File: src/hdl/capture_consts.svh
`ifndef CAPTURE_CONSTS_SVH
`define CAPTURE_CONSTS_SVH

// Frame buffer geometry, in 32-bit words
`define FB_DEPTH        256
`define REGION_A_BASE   0
`define REGION_B_BASE   256
`define MEM_WORDS       512

// Luma weights, the weighted sum is taken >> 8
`define LUMA_R          77
`define LUMA_G          150
`define LUMA_B          29

`endif

File: src/hdl/capture_pkg.sv
package capture_pkg;

    // Red in [23:16], green in [15:8], blue in [7:0]
    typedef logic [23:0] pixel_t;

    // Top byte always zero
    typedef logic [31:0] mem_word_t;

    typedef logic [8:0]  mem_addr_t;

    // 0 to 256 pixels per frame
    typedef logic [8:0]  pixel_count_t;

    typedef struct packed {
        logic   de;
        logic   hsync;
        logic   vsync;
        pixel_t pixel;
    } video_bus_t;

    typedef struct packed {
        logic      en;
        mem_addr_t addr;
        mem_word_t data;
    } mem_wr_t;

    typedef enum logic [1:0] {
        WR_IDLE,
        WR_ARMED,
        WR_CAPTURE,
        WR_COPY_WAIT
    } writer_state_t;

    typedef enum logic [1:0] {
        CP_IDLE,
        CP_RUN,
        CP_DRAIN
    } copy_state_t;

endpackage

File: src/hdl/gray_copy.sv
`timescale 1ns/1ns
`default_nettype none
`include "capture_consts.svh"

module gray_copy (
    input  logic                      clk_i,
    input  logic                      rst_i,
    input  logic                      start_i,
    input  capture_pkg::pixel_count_t pixel_count_i,
    output capture_pkg::mem_addr_t    rd_addr_o,
    input  capture_pkg::mem_word_t    rd_data_i,
    output capture_pkg::mem_wr_t      wr_o,
    output logic                      done_o
);
    import capture_pkg::*;

    copy_state_t  state;
    pixel_count_t rd_idx;
    pixel_count_t count_q;
    logic         wr_pend;
    mem_addr_t    wr_addr;
    pixel_t       pix;
    logic [15:0]  luma_sum;
    logic [7:0]   luma;

    assign rd_addr_o = mem_addr_t'(`REGION_A_BASE) + mem_addr_t'(rd_idx);

    // RAM data arrives one cycle after the address
    assign pix      = rd_data_i[23:0];
    assign luma_sum = 16'(`LUMA_R * pix[23:16] + `LUMA_G * pix[15:8] + `LUMA_B * pix[7:0]);
    assign luma     = luma_sum[15:8];

    assign wr_o.en   = wr_pend;
    assign wr_o.addr = wr_addr;
    assign wr_o.data = {8'h00, luma, luma, luma};

    always_ff @(posedge clk_i) begin
        if (rst_i) begin
            state   <= CP_IDLE;
            rd_idx  <= '0;
            count_q <= '0;
            wr_pend <= 1'b0;
            done_o  <= 1'b0;
        end else begin
            done_o  <= 1'b0;
            wr_pend <= 1'b0;
            case (state)
                CP_IDLE: begin
                    if (start_i) begin
                        rd_idx  <= '0;
                        count_q <= pixel_count_i;
                        if (pixel_count_i == '0) begin
                            done_o <= 1'b1;
                        end else begin
                            state <= CP_RUN;
                        end
                    end
                end
                CP_RUN: begin
                    wr_pend <= 1'b1;
                    rd_idx  <= rd_idx + 1'b1;
                    if (rd_idx == count_q - 1'b1) begin
                        state <= CP_DRAIN;
                    end
                end
                CP_DRAIN: begin
                    // Last write is on the port this cycle
                    done_o <= 1'b1;
                    state  <= CP_IDLE;
                end
                default: begin
                    state <= CP_IDLE;
                end
            endcase
        end
    end

    always_ff @(posedge clk_i) begin
        if (state == CP_RUN) begin
            wr_addr <= mem_addr_t'(`REGION_B_BASE) + mem_addr_t'(rd_idx);
        end
    end

    a_start_when_idle: assert property (@(posedge clk_i) disable iff (rst_i)
        start_i |-> (state == CP_IDLE));

endmodule

`default_nettype wire

File: config.mk
export PLATFORM = sky130hd
export DESIGN_NAME = gray_copy
export DESIGN_NICKNAME = d
export VERILOG_FILES = /design/src/hdl/capture_pkg.sv /design/src/hdl/gray_copy.sv
export VERILOG_INCLUDE_DIRS = /design/src /design/src/hdl
export SDC_FILE = /design/constraint.sdc
export NUM_CORES = 1
export LEC_CHECK = 0
export BUFFER_PORTS_ARGS = -buffer_cell sky130_fd_sc_hd__buf_4
export CAP_MARGIN = 15
export CORE_MARGIN = 2
export CORE_UTILIZATION = 35
export CTS_CLUSTER_DIAMETER = 40
export DETAILED_ROUTE_END_ITERATION = 10
export GPL_TIMING_DRIVEN = 0
export MAX_ROUTING_LAYER = met4
export PLACE_DENSITY_LB_ADDON = 0.15
export SYNTH_ARGS = -nofsm -noshare
export SYNTH_HDL_FRONTEND = slang
export SYNTH_SLANG_ARGS = --single-unit
File: constraint.sdc
create_clock -name clk_i -period 26.4 [get_ports clk_i]
set_clock_uncertainty 0.2 [all_clocks]
set_input_delay 5.28 -clock clk_i [delete_from_list [all_inputs] [get_ports clk_i]]
set_output_delay 5.28 -clock clk_i [all_outputs]
set_load 0.01 [all_outputs]
Word-level counts from Yosys, hierarchy flattened

Cells that the tools add are included.

Equal/unequal tests: 6
Reduce and logical (&&, ||, !) cells: 6
Muxes and demuxes: 10
Multipliers: 3
Add/sub/neg operators: 5

Operator list:

| operator             | number |
|---|---|
| $mul 7x8->15 const A | 2 |
| $pmux 9 s2           | 1 |
| $add 15x16->16       | 1 |
| $add 16x13->16       | 1 |
| $mul 5x8->13 const A | 1 |
| $add 9x1->9 const B  | 1 |
| $add 9x9->9 const A  | 1 |
| $eq 9x9->1           | 1 |
| $logic_not 9->1      | 1 |
| $mux 9               | 1 |
| $sub 9x1->9 const B  | 1 |
| $mux 2               | 3 |
| $ne 2x2->1 const B   | 3 |
| $pmux 2 s2           | 1 |
| $reduce_and 2->1     | 2 |
| $mux 1               | 3 |
| $reduce_and 3->1     | 1 |
| $eq 2x1->1 const B   | 1 |
| $eq 2x2->1 const B   | 1 |
| $logic_not 2->1      | 1 |
| $pmux 1 s2           | 1 |
| $reduce_bool 2->1    | 1 |

Register bits after elaboration: 31
Input port bits: 44

Longest topological paths before layout

Depth in word-level cells: 4
Mapped depth: 26
Mapped depth without buffers: 25

Worst setup path before layout

Ideal clock, no wire load.

Path type: input -> output
From: input rd_data_i[12]
To: output wr_o[15] (netlist name)
Path buffers: 1
Data arrival time: 10931 ps
Slack: 9989 ps
Cell stages on the path: 22
Path through: ha_1 > ha_1 > inv_1 > fa_1 > fa_1 > inv_1 > ha_1 > xnor2_1 > fa_1 > fa_1 > inv_1 > fa_1 > fa_1 > inv_1 > ha_1 > inv_1 > o21a_2 > o21ai_2 > and2_4 > o311ai_2 > xnor2_1 > buf_4

RTL lines:

| what               | line            | RTL |
|---|---|---|
| start: declaration | gray_copy.sv:11 | `input capture_pkg::mem_word_t rd_data_i,` |
| end: declaration   | gray_copy.sv:12 | `output capture_pkg::mem_wr_t wr_o,` |

==> flow_metrics.tcl <==
set metrics [dict create \
    status "completed" \
    drc 0 \
    cts.clk_slew.worst_paths_ps 50 \
    synthSimpleGateAreaFrac 0.104 \
    synth_edf_count 9 \
    grt_antenna_before_repair 0 \
    rsz0062_at_grt "no" \
    yosysWarnings 0 \
    cp-end-kind "primary output" \
    placementRows 42 \
    die_h_um 119 \
    fmax_ghz 0.0596 \
    synth_seq_cells 31 \
    grtUsageTotal 0.140 \
    worst_pin_slew_ps 739 \
    cts_buffers 5 \
    path_max_fanout 4 \
    ant_nets 0 \
    startpoint_type "input pin" \
    gp_congestion 0.812 \
    cts-root-buf "clkbuf_16" \
    io_buffer_count 79 \
    initial_utilization 0.355 \
    tns_ps 0 \
    finalSetupViolations 0 \
    slew_viol_final 0 \
    ys.flop_type "dfxtp_1" \
    synth_top_area_share 0.237 \
    synth_compound_area_frac 0.0942 \
    grt_start_max_net_pins 16 \
    hold_buffers 0 \
    drt_wl_total_mm 9.48 \
    avgRoutedWirePerCell_um 12.4 \
    cp.arrival_ps 11300 \
    ys_types 53 \
    synthTopCellsByArea "fa_1, ha_1, dfxtp_1" \
    cap_violations 0 \
    ys_async_sr_fraction 0 \
    avgSynthCellArea_um2 9.37 \
    clkLatencyLatePin_ps 270 \
    grt_pass1_vias 3472 \
    cts_setup_buffers 0 \
    grt_overflow 0 \
    cp.required_ps 20920 \
    ctsLongestPathBuffers 2 \
    cts_resized 0 \
    drive_gt1_frac 0.214 \
    slowest_stage "fa_1" \
    io_pins 96 \
    hold_viol_final 0 \
    first_iter_violations 157 \
    die_w_um 119 \
    clkSinkCount 31 \
    core_mm2 0.0131 \
    dp_hpwl_mm 8.27 \
    grt_first_pass_wirelength_mm 16.0 \
    hold_class "flip-flop to flip-flop" \
    synth_top_family_by_area "adder cells" \
    area_growth_pct 21.6 \
    layout_common_cells "buf_4, inv_1, ha_1, fa_1" \
    via_per_inst 4.68 \
    yosys.area.top_type "fa_1" \
    via_count 3582 \
    htreeDepth 2 \
    fin_crit_sh 0.636 \
    synth_area_mm2 0.00465 \
    fin_nets 774 \
    diodes 0 \
    maxSlewHeadroom 0.502 \
    fin_crit_ps 16780 \
    final_common_cell "buf_4" \
    syn-instance-count 496 \
    path_class "input pin to primary output" \
    synth_fa_ha_area_frac 0.468 \
    yosysSeqAreaShare 0.153 \
    die_area_mm2 0.0142 \
    cts_tree "yes" \
    dr.pass1.iters 4 \
    synth_xor_area_frac 0.0563 \
    synthMuxAreaShare 0 \
    max_stage_delay_ps 560 \
]
## path summary, 6_finish.rpt
path                       from          to  slack [ps]  cells after the start
setup / recovery  rd_data_i[12]    wr_o[15]        9620                     26
hold / removal        rd_idx[6]  wr_addr[6]         250                      0
setup reg to reg     count_q[0]    state[0]       24140                     11
hold reg to reg       rd_idx[6]  wr_addr[6]         250                      0
## metal layers
layer / wire, um / GRT usage / vias up
li1: - / - / 1769
met1: 4440 / 0.189 / 1728
met2: 4610 / 0.231 / 76
met3: 360 / 0.0148 / 9
met4: 72 / 0.0268 / 0
met5: 0 / - / -
## synth_stat cells, drive strengths merged, types with 2 or more instances
library cell / instances
inv: 93
ha: 86
fa: 55
a21oi: 29
nand2: 28
nor2: 28
buf: 26
dfxtp: 22
xnor2: 21
o21ai: 14
nand3: 12
nor3: 10
edfxtp: 9
clkbuf: 8
xor2: 8
nand2b: 4
nor4: 4
o21a: 4
a21o: 3
a31oi: 3
nand4: 3
and2: 2
and3: 2
nand3b: 2
nor2b: 2
o21bai: 2
## kinds of logic after synthesis
logic type               after synthesis
other                                  1
AO/OA/AOI/OAI                         66
flip-flops                            31
buffers and inverters                127
adder cells (fa/ha/maj)              141
AND/OR/NAND/NOR                      101
XOR/XNOR                              29
## per-stage QoR
stage / util / hold slack (ps) / instances / instance area, um^2 / setup slack (ps)
final: 0.432 / 253 / 766 / 5650 / 9620
after global routing: 0.432 / 270 / 766 / 5650 / 9290
after CTS: 0.432 / 261 / 766 / 5650 / 9540
after detailed placement: 0.419 / 248 / 758 / 5490 / 9570
after global placement: 0.419 / 242 / 758 / 5490 / 9590
after floorplan: - / 222 / 503 / 4670 / 9990
## registers in the layout (all words and copies together), names as in the netlist
name / flops
count_q: 9
state: 2
wr_addr: 9
wr_pend: 1
rd_idx: 9
done_o: 1
## cell type report
type                    instances  area, um^2
clock inverters                 3        38.8
inverters                      93         349
clock buffers                   5         125
multi-input cells             345        3390
well taps                     176         220
repair buffers                 79         593
plain buffers                  34         223
fillers                      1316        7430
flip-flops and latches         31         711
## worst max-delay path, delay by kind of cell
| kind | cells | cell delay (ps) |
|---|---|---|
| AND/OR/NAND/NOR | 4 | 520 |
| AO/OA/AOI/OAI | 4 | 730 |
| XOR/XNOR | 1 | 200 |
| buffers and inverters | 7 | 570 |
| adder cells (fa/ha/maj) | 10 | 3980 |
Power is not shown: default switching activity piles up to over one toggle a cycle in this logic, so the estimate is an artifact.
