===== src/hdl/capture_consts.svh =====
`ifndef CAPTURE_CONSTS_SVH
`define CAPTURE_CONSTS_SVH

// Frame buffer geometry, in 32-bit words
`define FB_DEPTH        256
`define REGION_A_BASE   0
`define REGION_B_BASE   256
`define MEM_WORDS       512

// Luma weights, the weighted sum is taken >> 8
`define LUMA_R          77
`define LUMA_G          150
`define LUMA_B          29

`endif


===== src/hdl/capture_pkg.sv =====
package capture_pkg;

    // Red in [23:16], green in [15:8], blue in [7:0]
    typedef logic [23:0] pixel_t;

    // Top byte always zero
    typedef logic [31:0] mem_word_t;

    typedef logic [8:0]  mem_addr_t;

    // 0 to 256 pixels per frame
    typedef logic [8:0]  pixel_count_t;

    typedef struct packed {
        logic   de;
        logic   hsync;
        logic   vsync;
        pixel_t pixel;
    } video_bus_t;

    typedef struct packed {
        logic      en;
        mem_addr_t addr;
        mem_word_t data;
    } mem_wr_t;

    typedef enum logic [1:0] {
        WR_IDLE,
        WR_ARMED,
        WR_CAPTURE,
        WR_COPY_WAIT
    } writer_state_t;

    typedef enum logic [1:0] {
        CP_IDLE,
        CP_RUN,
        CP_DRAIN
    } copy_state_t;

endpackage


===== src/hdl/frame_writer.sv =====
`timescale 1ns/1ns
`default_nettype none
`include "capture_consts.svh"

module frame_writer (
    input  logic                      clk_i,
    input  logic                      rst_i,
    input  capture_pkg::video_bus_t   video_i,
    input  logic                      capture_i,
    input  logic                      copy_done_i,
    output logic                      busy_o,
    output logic                      done_o,
    output capture_pkg::mem_wr_t      wr_o,
    output logic                      copy_start_o,
    output capture_pkg::pixel_count_t pixel_count_o
);
    import capture_pkg::*;

    writer_state_t state;
    logic          vsync_q;
    logic          vs_edge;
    pixel_count_t  count;
    logic          store;

    assign vs_edge = video_i.vsync & ~vsync_q;

    // Pixels past the region depth are dropped
    assign store = (state == WR_CAPTURE) && video_i.de &&
                   (count < pixel_count_t'(`FB_DEPTH));

    assign wr_o.en   = store;
    assign wr_o.addr = mem_addr_t'(`REGION_A_BASE) + mem_addr_t'(count);
    assign wr_o.data = {8'h00, video_i.pixel};

    assign pixel_count_o = count;

    always_ff @(posedge clk_i) begin
        if (rst_i) begin
            state        <= WR_IDLE;
            vsync_q      <= 1'b0;
            count        <= '0;
            busy_o       <= 1'b0;
            done_o       <= 1'b0;
            copy_start_o <= 1'b0;
        end else begin
            vsync_q      <= video_i.vsync;
            done_o       <= 1'b0;
            copy_start_o <= 1'b0;

            if (store) begin
                count <= count + 1'b1;
            end

            case (state)
                WR_IDLE: begin
                    if (capture_i) begin
                        state  <= WR_ARMED;
                        busy_o <= 1'b1;
                    end
                end
                WR_ARMED: begin
                    // Frame starts at the next vsync
                    if (vs_edge) begin
                        state <= WR_CAPTURE;
                        count <= '0;
                    end
                end
                WR_CAPTURE: begin
                    if (vs_edge) begin
                        state        <= WR_COPY_WAIT;
                        copy_start_o <= 1'b1;
                    end
                end
                WR_COPY_WAIT: begin
                    if (copy_done_i) begin
                        state  <= WR_IDLE;
                        busy_o <= 1'b0;
                        done_o <= 1'b1;
                    end
                end
                default: begin
                    state <= WR_IDLE;
                end
            endcase
        end
    end

    a_count_bound: assert property (@(posedge clk_i) disable iff (rst_i)
        count <= pixel_count_t'(`FB_DEPTH));

endmodule

`default_nettype wire


===== config.mk =====
export PLATFORM = sky130hd
export DESIGN_NAME = frame_writer
export DESIGN_NICKNAME = d
export VERILOG_FILES = /design/src/hdl/capture_pkg.sv /design/src/hdl/frame_writer.sv
export VERILOG_INCLUDE_DIRS = /design/src /design/src/hdl
export SDC_FILE = /design/constraint.sdc
export NUM_CORES = 1
export LEC_CHECK = 0
export ABC_AREA = 1
export BUFFER_PORTS_ARGS = -buffer_cell sky130_fd_sc_hd__buf_2
export CAP_MARGIN = 20
export CELL_PAD_IN_SITES_DETAIL_PLACEMENT = 1
export CELL_PAD_IN_SITES_GLOBAL_PLACEMENT = 2
export CORE_MARGIN = 4
export CORE_UTILIZATION = 18
export DETAILED_ROUTE_END_ITERATION = 7
export GPL_TIMING_DRIVEN = 0
export PLACE_DENSITY = 0.88
export SKIP_CTS_REPAIR_TIMING = 1
export SLEW_MARGIN = 10
export SYNTH_ARGS = -nofsm -noshare
export SYNTH_HDL_FRONTEND = slang
export SYNTH_SLANG_ARGS = --single-unit

===== constraint.sdc =====
create_clock -name clk_i -period 1.6 [get_ports clk_i]
set_input_delay 0.32 -clock clk_i [delete_from_list [all_inputs] [get_ports clk_i]]
set_output_delay 0.32 -clock clk_i [all_outputs]
set_load 0.02 [all_outputs]

## After elaboration in Yosys (flattened, before gate mapping)

Cells that the tools add are included.

| operators by class | value |
|---|---|
| $add $sub $neg | 1 |
| order comparisons | 1 |
| eq/ne operators | 7 |
| multiplexer cells | 13 |
| bitwise logic cells | 4 |
| reduce and logical (&&, ||, !) cells | 8 |

Operator list:

| cell | count |
|---|---|
| two-way mux 9 bit | 3 |
| adder 9 x 1 -> 9 bit (second input constant) | 1 |
| less-than comparator 9 bit (second input constant) | 1 |
| two-way mux 2 bit | 4 |
| != test 2 bit (second input constant) | 4 |
| one-hot mux 2 bit (4 select lines) | 1 |
| == test 2 bit (second input constant) | 2 |
| two-way mux 1 bit | 4 |
| AND reduction 4 bit | 1 |
| OR reduction 2 bit | 2 |
| NOT 1 bit | 3 |
| AND reduction 3 bit | 1 |
| == test 2 x 1 -> 1 bit (second input constant) | 1 |
| logical AND 1 bit | 2 |
| zero test 2 bit | 1 |
| one-hot mux 1 bit (2 select lines) | 1 |
| nonzero test 2 bit | 1 |
| bitwise AND 1 bit | 1 |

| storage, ports and cells | value |
|---|---|
| register bits after elaboration | 15 |
| bits of input ports | 31 |
| output and inout bits | 54 |
| word-level logic and storage cells | 40 |

## Depth between registers and ports, before layout

| logic depth | value |
|---|---|
| word-level depth | 6 |
| mapped depth | 8 |
| mapped depth without buffers | 8 |

## Worst setup path after synthesis

No wires, ideal clock.

| timing path | value |
|---|---|
| path type | flip-flop to output port |
| start point | register state[0] |
| end point | output port wr_o[41] (netlist bit) |
| arrival time | 1.006 ns |
| data required time | 1.280 ns |
| setup slack | 0.274 ns |
| cell stages (with the launch flop) | 6 |
| path buffers | 1 |
| cells stage by stage | dfxtp_1 inv_1 ha_1 nand2_2 nor2_4 buf_4 |

| between the ends | value |
|---|---|
| word-level cells in the longest chain between the ends | 3 |

RTL lines:

| what | line | source |
|---|---|---|
| start, declared | frame_writer.sv:19 | `writer_state_t state;` |
| start signal, assigned | frame_writer.sv:39 | `state <= WR_IDLE;` |
| start signal, assigned | frame_writer.sv:57 | `state <= WR_ARMED;` |
| start signal, assigned | frame_writer.sv:64 | `state <= WR_CAPTURE;` |
| == test 2 bit | frame_writer.sv:28 | `assign store = (state == WR_CAPTURE) && video_i.de &&` |
| logical AND 1 bit (2 in a row) | frame_writer.sv:28 |  |
| end, declared | frame_writer.sv:13 | `output capture_pkg::mem_wr_t wr_o,` |

Every way passes these cells.

## Worst setup path in the final report

Ends and elaborated chain as after synthesis.

==> flow_summary.yaml <==
status:
  outcome: "finished clean"
yosys:
  yosys_warnings: 0
  netlist.area_leader.share_pct: 28.41
  yosys-top-cells-count: "buf_4 (42), nand2_1 (31), nor2_1 (27)"
  synth_most_common_cell: "buf_4"
  syn-cell-area_um2: 1110
  synth.ff_latch_count: 15
  yosysUniqueCellTypes: 16
  synth.avg_cell_area_um2: 6.686
  synth-edff-count: 0
  synthTopCellsByArea: "buf_4 (28%), dfxtp_1 (27%), nand2_1 (10%)"
  yosysTopAreaCell: "buf_4"
  ys_seq_area_share_pct: 27.06
  ys.flop_type: "dfxtp_1"
  syn_inst: 166
  synthArstFlopShare_pct: 0
sta:
  layout_min_cycle_time_ns: 1.503
  finalHoldWorstSlack_ns: 0.2475
  slew_violations: 0
  rsz0062_at_grt: "false"
  max_clock_freq_ghz: 0.6653
  final.setup_skew_ns: 0.0006457
  hold_viol: 0
  setup-violations-final: 0
  finalCritPeriodShare_pct: 93.94
grt:
  gr-total-overflow: 0
  grt_pass1_vias: 1129
  grt_max_degree: 9
  track_usage_pct: 8.038
  grt_pass1_wl_um: 4836
  grt_antenna_before_repair: 0
clock_network:
  root_buffer: "clkbuf_8"
  clk_latency_ns: 0.25
  clk_pin_slew_ns: 0.06
  clock-sinks: 15
  cts_buffers: 3
  cts.path.max_buffers: 2
  tritoncts: "yes"
  h-tree-depth: 1
floorplan:
  die_x_um: 86.52
  fp.dieArea_um2: 7486
  start_util_pct: 18.63
  num_rows: 28
  core_region_area_um2: 5956
  ioPinCount: 85
  die_h_um: 86.52
setup_path:
  critPathCaptureType: "output port"
  r2r_start: "state[0]"
  cp.required_ns: 1.28
  cp_max_fo: 4
  max_stage_delay_ns: 0.36
  cp.arrival_ns: 1.18
  cp_cell_sequence: "inv_4 -> ha_4 -> nand2_2 -> nor2_4 -> buf_6"
  worstSetupStartpoint: "state[0]"
  path_class: "reg2out"
  worst_path_max_delay_cell: "dfxtp_4"
  crit_path_start_kind: "register"
power_and_ir_drop:
  peakVddDrop_uv: 480.0
  p_leak_nw: 0.9117
  powerDensity_nw_per_um2: 911.3
  finalPower_mw: 1.466
hold_path:
  hold_class: "in2reg"
  min_from: "rst_i"
route:
  first_pass_iters: 2
  vias_per_cell: 3.710
  ant_nets: 0
  vias: 1150
  wl_per_cell_um: 9.942
  drt-total-wl_um: 3082
  drt_iter0_drc: 18
  drc_errors: 0
finish:
  drive_gt1_share_pct: 47.23
  syn2layout_area_growth_pct: 44.98
  diodes: 0
  final_core_util_pct: 27.02
  nNetsFinal: 272
placement:
  portBuffers: 51
  post-dp-hpwl_um: 2516
  gp_congestion: 0.7632
flow_run:
  max-cap-violations: 0
## power breakdown
group / internal [mW] / switching (mW) / leakage [nW] / total (mW)
registers: 0.429 / 0.0520 / 0.123 / 0.481
clock network: 0.176 / 0.141 / 0.0228 / 0.318
logic: 0.299 / 0.369 / 0.766 / 0.667
total: 0.904 / 0.562 / 0.912 / 1.47
## registers in the layout (all words and copies together) (netlist names)
register,flops
busy_o,1
copy_start_o,1
done_o,1
pixel_count_o,9
state,2
vsync_q,1
## per-stage QoR
| step | cells | worst slack [ns] | setup TNS (ns) | area (um2) |
|---|---|---|---|---|
| floorplan | 173 | 0.2741 | 0 | 1136 |
| global placement | 299 | 0.02556 | 0 | 1485 |
| detailed placement | 299 | 0.001753 | 0 | 1485 |
| CTS | 303 | -0.2726 | -0.2726 | 1530 |
| global route | 310 | 0.02681 | 0 | 1609 |
| finish | 310 | 0.09693 | 0 | 1609 |
## final cells by class
type	count	area (um2)
Buffer	41	307.8
Tap cell	75	93.84
Multi-Input combinational cell	93	446.7
Sequential cell	15	305.3
Timing Repair Buffer	59	321.6
Inverter	23	88.84
Fill cell	768	4347
Clock buffer	4	45.04
## per-layer routing
| metal | global-route usage [%] | part of all wire, % | up-vias |
|---|---|---|---|
| met5 | 0 | 0 | - |
| li1 | - | - | 582 |
| met2 | 15.02 | 50 | 52 |
| met1 | 8.866 | 40 | 514 |
| met3 | 3.042 | 10 | 2 |
| met4 | 0.8499 | 0.29 | 0 |
## critical path, delay by kind of cell (launching register included)
family / cells / cell delay, ns
AND/OR/NAND/NOR: 2 / 0.22
adder cells (fa/ha/maj): 1 / 0.15
buffers and inverters: 2 / 0.20
flip-flops: 1 / 0.36
## cells in the final DEF (no fill, tap or decap)
master | synthesis | final
nor2_1 | 27 | 27
inv_4 | 0 | 1
o21ai_1 | 1 | 1
nor3_1 | 2 | 2
nand3_2 | 1 | 1
buf_2 | 0 | 50
nand2_1 | 31 | 31
nand3_1 | 11 | 11
dfxtp_2 | 0 | 1
nand2_2 | 1 | 1
ha_1 | 5 | 4
nor2_2 | 1 | 1
a21oi_1 | 3 | 3
o21ai_0 | 1 | 1
buf_6 | 0 | 1
inv_1 | 23 | 22
buf_4 | 42 | 49
dfxtp_4 | 0 | 1
clkbuf_8 | 0 | 3
clkbuf_1 | 0 | 1
nor2_4 | 1 | 1
conb_1 | 1 | 8
ha_4 | 0 | 1
dfxtp_1 | 15 | 13
## cell families after synthesis
kind of cell,after synthesis,synth area share (%)
buf+inv,65,36.19
flops,15,27.06
fa+ha+maj,5,5.637
other cells,1,0.3379
simple gates,75,28.52
compound gates,5,2.254
## worst paths after layout
kind | to | slack (ns) | depth (start not counted)
hold reg to reg | busy_o | 0.45 | 2
setup reg to reg | state[0] | 0.15 | 8
hold / removal | done_o | 0.25 | 2
setup / recovery | wr_o[41] | 0.1 | 5
No activity file was read; power rests on OpenSTA's default activity.
