[src/hdl/capture_consts.svh]
`ifndef CAPTURE_CONSTS_SVH
`define CAPTURE_CONSTS_SVH

// Frame buffer geometry, in 32-bit words
`define FB_DEPTH        256
`define REGION_A_BASE   0
`define REGION_B_BASE   256
`define MEM_WORDS       512

// Luma weights, the weighted sum is taken >> 8
`define LUMA_R          77
`define LUMA_G          150
`define LUMA_B          29

`endif

[src/hdl/capture_pkg.sv]
package capture_pkg;

    // Red in [23:16], green in [15:8], blue in [7:0]
    typedef logic [23:0] pixel_t;

    // Top byte always zero
    typedef logic [31:0] mem_word_t;

    typedef logic [8:0]  mem_addr_t;

    // 0 to 256 pixels per frame
    typedef logic [8:0]  pixel_count_t;

    typedef struct packed {
        logic   de;
        logic   hsync;
        logic   vsync;
        pixel_t pixel;
    } video_bus_t;

    typedef struct packed {
        logic      en;
        mem_addr_t addr;
        mem_word_t data;
    } mem_wr_t;

    typedef enum logic [1:0] {
        WR_IDLE,
        WR_ARMED,
        WR_CAPTURE,
        WR_COPY_WAIT
    } writer_state_t;

    typedef enum logic [1:0] {
        CP_IDLE,
        CP_RUN,
        CP_DRAIN
    } copy_state_t;

endpackage

[src/hdl/host_reader.sv]
`timescale 1ns/1ns
`default_nettype none

module host_reader (
    input  logic                      clk_i,
    input  logic                      rst_i,
    input  logic                      kick_i,
    input  capture_pkg::mem_addr_t    read_addr_i,
    input  capture_pkg::pixel_count_t read_num_i,
    output logic                      busy_o,
    output capture_pkg::mem_addr_t    rd_addr_o,
    input  capture_pkg::mem_word_t    rd_data_i,
    output logic                      rd_valid_o,
    output capture_pkg::mem_word_t    rd_data_o
);
    import capture_pkg::*;

    mem_addr_t    addr_q;
    pixel_count_t remain;
    logic         issue;
    logic         accept;

    assign accept    = kick_i & ~busy_o;
    assign rd_addr_o = addr_q;
    assign rd_data_o = rd_data_i;

    always_ff @(posedge clk_i) begin
        if (rst_i) begin
            busy_o     <= 1'b0;
            issue      <= 1'b0;
            remain     <= '0;
            rd_valid_o <= 1'b0;
        end else begin
            // Valid lines up with the RAM read latency
            rd_valid_o <= issue;
            if (accept) begin
                busy_o <= 1'b1;
                issue  <= 1'b1;
                remain <= read_num_i;
            end else if (issue) begin
                remain <= remain - 1'b1;
                if (remain == pixel_count_t'(1)) begin
                    issue <= 1'b0;
                end
            end
            if (rd_valid_o && !issue) begin
                busy_o <= 1'b0;
            end
        end
    end

    // Address wraps at the top of the buffer
    always_ff @(posedge clk_i) begin
        if (accept) begin
            addr_q <= read_addr_i;
        end else if (issue) begin
            addr_q <= addr_q + 1'b1;
        end
    end

    a_valid_in_busy: assert property (@(posedge clk_i) disable iff (rst_i)
        rd_valid_o |-> busy_o);

endmodule

`default_nettype wire

[config.mk]
export PLATFORM = sky130hd
export DESIGN_NAME = host_reader
export DESIGN_NICKNAME = d
export VERILOG_FILES = /design/src/hdl/capture_consts.svh /design/src/hdl/capture_pkg.sv /design/src/hdl/host_reader.sv
export SDC_FILE = /design/constraint.sdc
export NUM_CORES = 1
export LEC_CHECK = 0
export BUFFER_PORTS_ARGS = -buffer_cell sky130_fd_sc_hd__buf_2
export CORE_UTILIZATION = 43
export CTS_BUF_LIST = sky130_fd_sc_hd__clkbuf_4 sky130_fd_sc_hd__clkbuf_8 sky130_fd_sc_hd__clkbuf_16
export CTS_CLUSTER_SIZE = 16
export DETAILED_ROUTE_END_ITERATION = 7
export GPL_TIMING_DRIVEN = 0
export PLACE_DENSITY_LB_ADDON = 0.08
export SYNTH_ARGS = -nofsm -noshare
export SYNTH_HDL_FRONTEND = slang
export SYNTH_SLANG_ARGS = --single-unit
[constraint.sdc]
create_clock -name clk_i -period 5.4 [get_ports clk_i]
set_clock_uncertainty 0.2 [all_clocks]
set_input_delay 0.54 -clock clk_i [delete_from_list [all_inputs] [get_ports clk_i]]
set_output_delay 0.54 -clock clk_i [all_outputs]
set_load 0.05 [all_outputs]
After elaboration in Yosys (flattened, before gate mapping)
Cells that the tools add are included.
{"block": "word_totals", "out_inout_bits": 43, "ff_bits": 21}
{"block": "classes", "mux": 7, "n_reduce_logical": 4, "n_bitwise": 2, "add_sub_neg": 2, "eq_ne": 1}
{"cell": "two-way mux 9 bit", "count": 4}
{"cell": "adder 9 x 1 -> 9 bit (second input constant)", "count": 1}
{"cell": "== test 9 x 1 -> 1 bit (second input constant)", "count": 1}
{"cell": "subtractor 9 x 1 -> 9 bit (second input constant)", "count": 1}
{"cell": "two-way mux 1 bit", "count": 3}
{"cell": "nonzero test 2 bit", "count": 1}
{"cell": "OR reduction 2 bit", "count": 1}
{"cell": "bitwise AND 1 bit", "count": 1}
{"cell": "logical AND 1 bit", "count": 1}
{"cell": "logical NOT 1 bit", "count": 1}
{"cell": "inverter 1 bit", "count": 1}

Logic depth before layout (Yosys ltp)
Gate-level depths: netlist of the first run.
{"block": "logic_depth", "depth_word": 4, "ltp_mapped": 5, "ltp_nobuf": 5}

Least setup slack after synthesis of the first run
OpenSTA, ideal clock, no wires.
{"block": "synth_path", "kind": "reg-to-reg", "start": "reg addr_q[0] (netlist: rd_addr_o[0])", "end": "reg addr_q[8] (netlist: rd_addr_o[8]), data pin", "t_arrival_ns": 1.606, "setup_ns": 0.152, "t_required_ns": 5.048, "path_stages_with_launch": 5, "synth_period_minus_slack_ns": 1.957, "path_slack_ns": 3.443, "path_cell_list": "edfxtp_1 -> ha_1 -> nand3_1 -> or3_1 -> a31oi_1"}
{"block": "synth_between", "elab_chain_len": 3}
{"item": "start: declaration", "line": "host_reader.sv:18", "source": "mem_addr_t addr_q;"}
{"item": "start signal: assignment", "line": "host_reader.sv:55", "source": "addr_q <= read_addr_i;"}
{"item": "start signal: assignment", "line": "host_reader.sv:57", "source": "addr_q <= addr_q + 1'b1;"}
{"item": "adder 9 x 1 -> 9 bit", "line": "host_reader.sv:57"}
{"item": "two-way mux 9 bit", "line": "host_reader.sv:56", "source": "end else if (issue) begin"}
{"item": "two-way mux 9 bit", "line": "host_reader.sv:54", "source": "if (accept) begin"}
No other way between the ends. The select of a mux whose other input is x is not followed.
A chain may end at the register's enable or synchronous reset.

Worst setup path after layout of the first run
{"block": "layout_path", "start": "reg issue", "end": "reg remain[5]"}
{"block": "layout_between", "elab_chain_len": 1}
{"item": "start: declaration", "line": "host_reader.sv:20", "source": "logic issue;"}
{"item": "start signal: assignment", "line": "host_reader.sv:30", "source": "issue <= 1'b0;"}
{"item": "start signal: assignment", "line": "host_reader.sv:38", "source": "issue <= 1'b1;"}
{"item": "start signal: assignment", "line": "host_reader.sv:43", "source": "issue <= 1'b0;"}
{"item": "nonzero test 2 bit (no line)"}
{"item": "end signal: assignment", "line": "host_reader.sv:39", "source": "remain <= read_num_i;"}
{"item": "end signal: assignment", "line": "host_reader.sv:41", "source": "remain <= remain - 1'b1;"}
{"item": "end: declaration", "line": "host_reader.sv:19", "source": "pixel_count_t remain;"}
No other way between the ends.

==> results of run 1 <==
==> layout make-up <==
class                           instances  share of cell area
Tap cell                               31              0.0228
Sequential cell                        21               0.300
Clock inverter                          1             0.00294
Timing Repair Buffer                   63               0.185
Clock buffer                            3              0.0132
Multi-Input combinational cell         82               0.309
Buffer                                 38               0.159
Inverter                                4             0.00881
==> worst register-to-register path: cells and delay by family, from the launching register on <==
family	cells	cell delay, ns
simple gates	2	0.92
compound gates	1	0.26
buf+inv	1	0.13
flops	1	0.35
==> registers in the layout, indices dropped and copies added, names as in the netlist <==
name	flops
remain	9
issue	1
rd_addr_o	9
busy_o	1
rd_valid_o	1
==> logic make-up (layout without fill, tap and decap cells) <==
kind of cell,count (synthesis),count (layout),share of synthesized area
buffers and inverters,42,109,0.216
multiplexers,1,1,0.00851
adder cells (fa/ha/maj),3,3,0.0284
AND/OR/NAND/NOR,41,41,0.169
AO/OA/AOI/OAI,30,30,0.146
XOR/XNOR,7,7,0.0464
flip-flops,21,21,0.386
==> layout by cell type (no fill, tap or decap), types with 2 or more instances in the layout <==
cell type / synthesis / layout
buf_4: 32 / 32
a211oi_1: 5 / 5
buf_2: 0 / 63
or4_1: 3 / 3
nand2b_1: 2 / 2
edfxtp_1: 9 / 9
dfxtp_1: 12 / 12
nand4_1: 2 / 2
xnor2_1: 3 / 3
xor2_1: 4 / 4
or3_1: 6 / 6
nand2_1: 3 / 3
clkbuf_1: 2 / 2
o31ai_1: 3 / 3
inv_1: 4 / 4
clkbuf_4: 0 / 3
nand3_1: 3 / 3
a21oi_1: 6 / 6
a311oi_1: 3 / 3
nor2_1: 17 / 17
o21ai_0: 6 / 6
buf_1: 3 / 3
ha_1: 3 / 3
a31oi_1: 4 / 4
==> cell usage after synthesis (all sizes together) <==
library cell	count	area share
a211oi	5	0.028
a21oi	6	0.023
a311oi	3	0.020
a31oi	4	0.019
buf	36	0.20
clkbuf	2	0.0057
dfxtp	12	0.18
edfxtp	9	0.20
ha	3	0.028
inv	4	0.011
mux2	1	0.0085
nand2	3	0.0085
nand2b	2	0.0095
nand3	3	0.011
nand3b	1	0.0057
nand4	2	0.0095
nand4bb	1	0.0085
nor2	17	0.048
nor2b	1	0.0047
o211ai	1	0.0057
o21a	1	0.0057
o21ai	6	0.023
o22ai	1	0.0047
o31ai	3	0.017
or3	6	0.028
or4	3	0.017
or4b	2	0.018
xnor2	3	0.020
xor2	4	0.026
==> worst paths after layout <==
kind,endpoint,cells after the start
min,rd_valid_o,2
min reg2reg,remain[6],2
max,remain[5],4
max reg2reg,remain[5],4
==> per-layer routing <==
metal / vias up / share of wire
met5: - / 0
met4: 0 / 0
met3: 0 / 0.095
met2: 64 / 0.50
met1: 520 / 0.40
li1: 623 / -
==> report_power, final <==
part	leakage [nW]	switching (mW)	internal (mW)
registers	0.187	0.0201	0.190
logic	0.584	0.133	0.0665
clock network	0.0177	0.0487	0.0276
total	0.788	0.202	0.284
==> per-stage QoR <==
| stage | instance area, um2 | total power [mW] |
|---|---|---|
| after detailed placement | 1680 | 0.415 |
| after CTS | 1700 | 0.491 |
| after global placement | 1680 | 0.412 |
| final | 1700 | 0.487 |
| after floorplan | 1320 | 0.371 |
| after global routing | 1700 | 0.515 |
==> impl_metrics.yaml, run 1 <==
worst_setup_path:
  crit_arrival_ns: 1.97
  ff2ff_setup_slack_ns: 3.45
  worstSetupStartpoint: "issue"
  timing.critical_path.slowest_cell_delay_ns: 0.51
  worst_path_class_setup: "flip-flop to flip-flop"
  start_kind: "flip-flop"
  worstPathBufferInverterCount: 1
  worstPathMaxFanout: 10
  cp_slowest_cell: "or4b_4"
  crit_chain: "buf_6, or4b_4, or4_1, a311oi_1"
  r2r_start: "issue"
  endpoint_kind: "flip-flop"
  category_of_cells_accounting_for_the_largest_share_of_critical_path_delay: "simple AND/OR/NAND/NOR gates"
  required_ns: 5.42
route:
  num_vias: 1207
  drc_errors: 7
  routed_wire_length_per_instance_um: 11.5
  vias_per_cell: 4.97
  final_antenna_net_count: 0
  detail_route.iter0.violations: 39
  finalWirelength_um: 2790
  drt_pass1_iterations: 6
global_route:
  grt_antenna_before_repair: 0
  grt_use_met3: 0.0499
  most_utilized_layer_in_the_global_route_result: "met2"
  first_pass_grt_wire_length_um: 4280
  gr-usage-all-layers: 0.167
  globalRouteMet1Util: 0.203
  grt_start_max_net_pins: 13
  met2_usage: 0.301
  grt-ovfl-total: 0
  first_global_vias: 1012
cts:
  number_of_gates_resized_after_cts: 0
  post_cts_setup_buffer_count: 0
  path_clk_slew_ns: 0.12
  cts_hold_buffers: 0
  htree_levels: 1
  clock-root-buffer: "clkbuf_4"
  cts_sink_count: 21
  cts_tree: "done"
  tritoncts.num_buffers: 3
  clock_insertion_delay_worst_skew_ns: 0.31
  ctsLongestPathBuffers: 2
timing:
  post-route-worst-setup-slack_ns: 3.45
  worst_slew_pin_slew_ns: 0.467
  clock.fmax_ghz: 0.513
  fin_setup_tns_ns: 0
  timing.max_slew.rel_slack: 0.688
  final.hold.worst_slack_ns: 0.214
  rsz0062_at_grt: "no"
  setup_violations: 0
  slew_violations: 0
  post-route-min-period_ns: 1.95
  timing.final.crit_share: 0.361
  report.final.hold_viol_count: 0
floorplan:
  die_y_um: 57.5
  core_mm2: 0.00283
  std_cell_rows: 19
  floorplan.die.width_um: 57.5
  initial_core_util: 0.467
  floorplan.io_pins: 96
  fp.dieArea_mm2: 0.00330
yosys:
  syn-mean-instance-area_um2: 9.12
  yosys_register_bits: 21
  synth-seq-area-share: 0.386
  synthesis.nets: 201
  yosysWarningCount: 0
  syn_area_mm2: 0.00132
  synth_cells: 145
  synth.lib_cells_used.distinct: 32
run_status:
  failed_checks: "DRC"
  run_status: "finished with violations"
place:
  gp_congestion: 0.796
  place_worst_setup_slack_ns: 3.30
  hpwlAfterDp_um: 2200
  portBuffers: 63
  place_inst: 239
min_path:
  worstHoldPathType: "input port to flip-flop"
  hold_start: "rst_i"
layout:
  fill_cells: 265
  final_cells: 243
  area_growth_syn_to_layout_pct: 28.9
  post_layout_utilization_of_the_core: 0.602
  multi_input_comb_area_um2: 527
  post_route_cells_drive_above_1_share: 0.481
  diodes: 0
  layout.nets: 269
  ff_latch_area_um2: 510
job:
  max-cap-violations: 0
power:
  power-per-cell-area_mw_per_mm2: 286
  total_leakage_power_nw: 0.788
  peakVddDrop_mv: 0.196
No activity file was read; power rests on OpenSTA's default activity.
==> inputs of run 2 (changes only) <==
- CORE_UTILIZATION: 43 -> 40
- clock period: 5.4 -> 1.9 ns (I/O delays scaled with it)
==> run 2 against run 1 <==
The run now ends clean. Die area is 7.2% higher. Fmax up 4.5%. Utilization increased by 0.77 points.
==> impl_metrics.yaml, run 2 (synthesis gave the netlist of run 1 again) <==
worst_setup_path:
  path_depth: 3
  endpoint_kind: "flip-flop"
  worstSetupStartpoint: "remain[0]"
  cp_slowest_cell: "or4b_4"
  required_ns: 1.92
  ff2ff_setup_slack_ns: 0.04
  critical_path.reg2reg.endpoint: "remain[7]"
  worst_path_class_setup: "flip-flop to flip-flop"
  category_of_cells_accounting_for_the_largest_share_of_critical_path_delay: "simple AND/OR/NAND/NOR gates"
  crit_arrival_ns: 1.89
  start_kind: "flip-flop"
  timing.critical_path.to: "remain[7]"
  worstPathBufferInverterCount: 0
  worstPathMaxFanout: 4
  crit_chain: "or4b_4, or4_1, a311oi_1"
  timing.critical_path.slowest_cell_delay_ns: 0.57
  r2r_start: "remain[0]"
  rr_worst_depth: 3
layout:
  post_layout_utilization_of_the_core: 0.610
  final_cells: 272
  final_cell_mix: "buf_2, buf_4, nor2_1"
  final_common_cell: "buf_2"
  diodes: 0
  post_route_cells_drive_above_1_share: 0.491
  area_growth_syn_to_layout_pct: 43.1
  layout.nets: 285
  fin_area_mm2: 0.00189
place:
  place_worst_setup_slack_ns: -0.00736
  gp_congestion: 0.786
  hpwlAfterDp_um: 2300
  portBuffers: 63
  dpl_cell_area_mm2: 0.00170
  place_inst: 252
global_route:
  first_pass_grt_wire_length_um: 4900
  grt_start_max_net_pins: 12
  grt_antenna_before_repair: 0
  grt-ovfl-total: 0
  gr-usage-all-layers: 0.182
  first_global_vias: 1187
cts:
  cts_tree: "done"
  ctsLongestPathBuffers: 2
  htree_levels: 1
  path_clk_slew_ns: 0.11
  clock-root-buffer: "clkbuf_4"
  tritoncts.num_buffers: 3
  clock_insertion_delay_worst_skew_ns: 0.30
  cts_sink_count: 21
route:
  finalWirelength_um: 3220
  detail_route.iter0.violations: 25
  num_vias: 1288
  drc_errors: 0
  routed_wire_length_per_instance_um: 11.9
  drt_pass1_iterations: 4
  final_antenna_net_count: 0
  vias_per_cell: 4.74
timing:
  worst_slew_pin_slew_ns: 0.475
  report.final.hold_viol_count: 0
  setup_violations: 0
  clock.fmax_ghz: 0.537
  post-route-worst-setup-slack_ns: 0.0362
  timing.final.crit_share: 0.981
  timing.max_slew.rel_slack: 0.683
  slew_violations: 0
  rsz0062_at_grt: "no"
  post-route-min-period_ns: 1.86
floorplan:
  floorplan.die.width_um: 59.5
  die_y_um: 59.5
  initial_core_util: 0.426
  floorplan.io_pins: 96
  std_cell_rows: 20
  fp.dieArea_mm2: 0.00354
  core_mm2: 0.00310
power:
  peakVddDrop_mv: 0.547
  power-per-cell-area_mw_per_mm2: 759
  design_power_total_mw: 1.44
  total_leakage_power_nw: 0.864
min_path:
  worstHoldPathType: "input port to flip-flop"
job:
  max-cap-violations: 0
run_status:
  run_status: "finished, final reports clean"
run 2: cell count changes in the layout (fill, tap and decap cells not counted), moves of 2 or more:
| cell | delta |
|---|---|
| dfxtp_1 | -3 |
| buf_1 | -3 |
| dlygate4sd3_1 | +14 |
| clkbuf_2 | +3 |
| buf_4 | +2 |
| dfxtp_2 | +3 |
run 2: per-stage QoR:
step	hold slack, ns	setup TNS [ns]
floorplan	0.0616	-0.0390
global placement	0.179	0
detailed placement	0.185	-0.00736
CTS	0.0133	0
global route	0.00836	0
finish	0.0120	0
run 2: area by class of cell:
| type | instances | area [um2] |
|---|---|---|
| Tap cell | 44 | 55.1 |
| Fill cell | 300 | 1210 |
| Clock buffer | 4 | 30.0 |
| Sequential cell | 21 | 514 |
| Buffer | 38 | 274 |
| Timing Repair Buffer | 79 | 470 |
| Inverter | 4 | 15.0 |
| Multi-Input combinational cell | 82 | 534 |
run 2: per-layer routing:
| layer | wire length, um | share of wire | track usage |
|---|---|---|---|
| met4 | 0 | 0 | 0.0299 |
| met3 | 196 | 0.061 | 0.0459 |
| met2 | 1770 | 0.55 | 0.364 |
| met1 | 1260 | 0.39 | 0.191 |
| met5 | 0 | 0 | 0 |
run 2: what timing repair did:
action	4_1_cts	5_1_grt
gates resized for setup	2	3
endpoints found under the hold margin	13	0
pin swaps	1	1
setup buffers	2	0
gates cloned	0	0
setup endpoints to repair	2	15
hold buffers	14	0
run 2: worst min-delay path, delay by kind of cell:
kind	cells	cell delay (ns)
and+or+nand+nor	1	0.04
buffers and inverters	1	0.08
AOI/OAI and AO/OA	1	0.10
run 2: report_power, final:
part | internal (mW) | switching [mW]
Clock | 0.0962 | 0.133
Sequential | 0.542 | 0.0608
Combinational | 0.215 | 0.389
run 2: how the worst min path moves through the flow:
stage | from | end | slack [ns] | cells past startpoint
4_1_cts | read_addr_i[0] | rd_addr_o[0] | 0.01 | 3
3_5_place_dp | rst_i | remain[7] | 0.18 | 2
2_1_floorplan | rst_i | rd_valid_o | 0.06 | 1
5_1_grt | read_addr_i[4] | rd_addr_o[4] | 0.008 | 3
3_3_place_gp | rst_i | remain[7] | 0.18 | 2
6_report | read_addr_i[4] | rd_addr_o[4] | 0.01 | 3
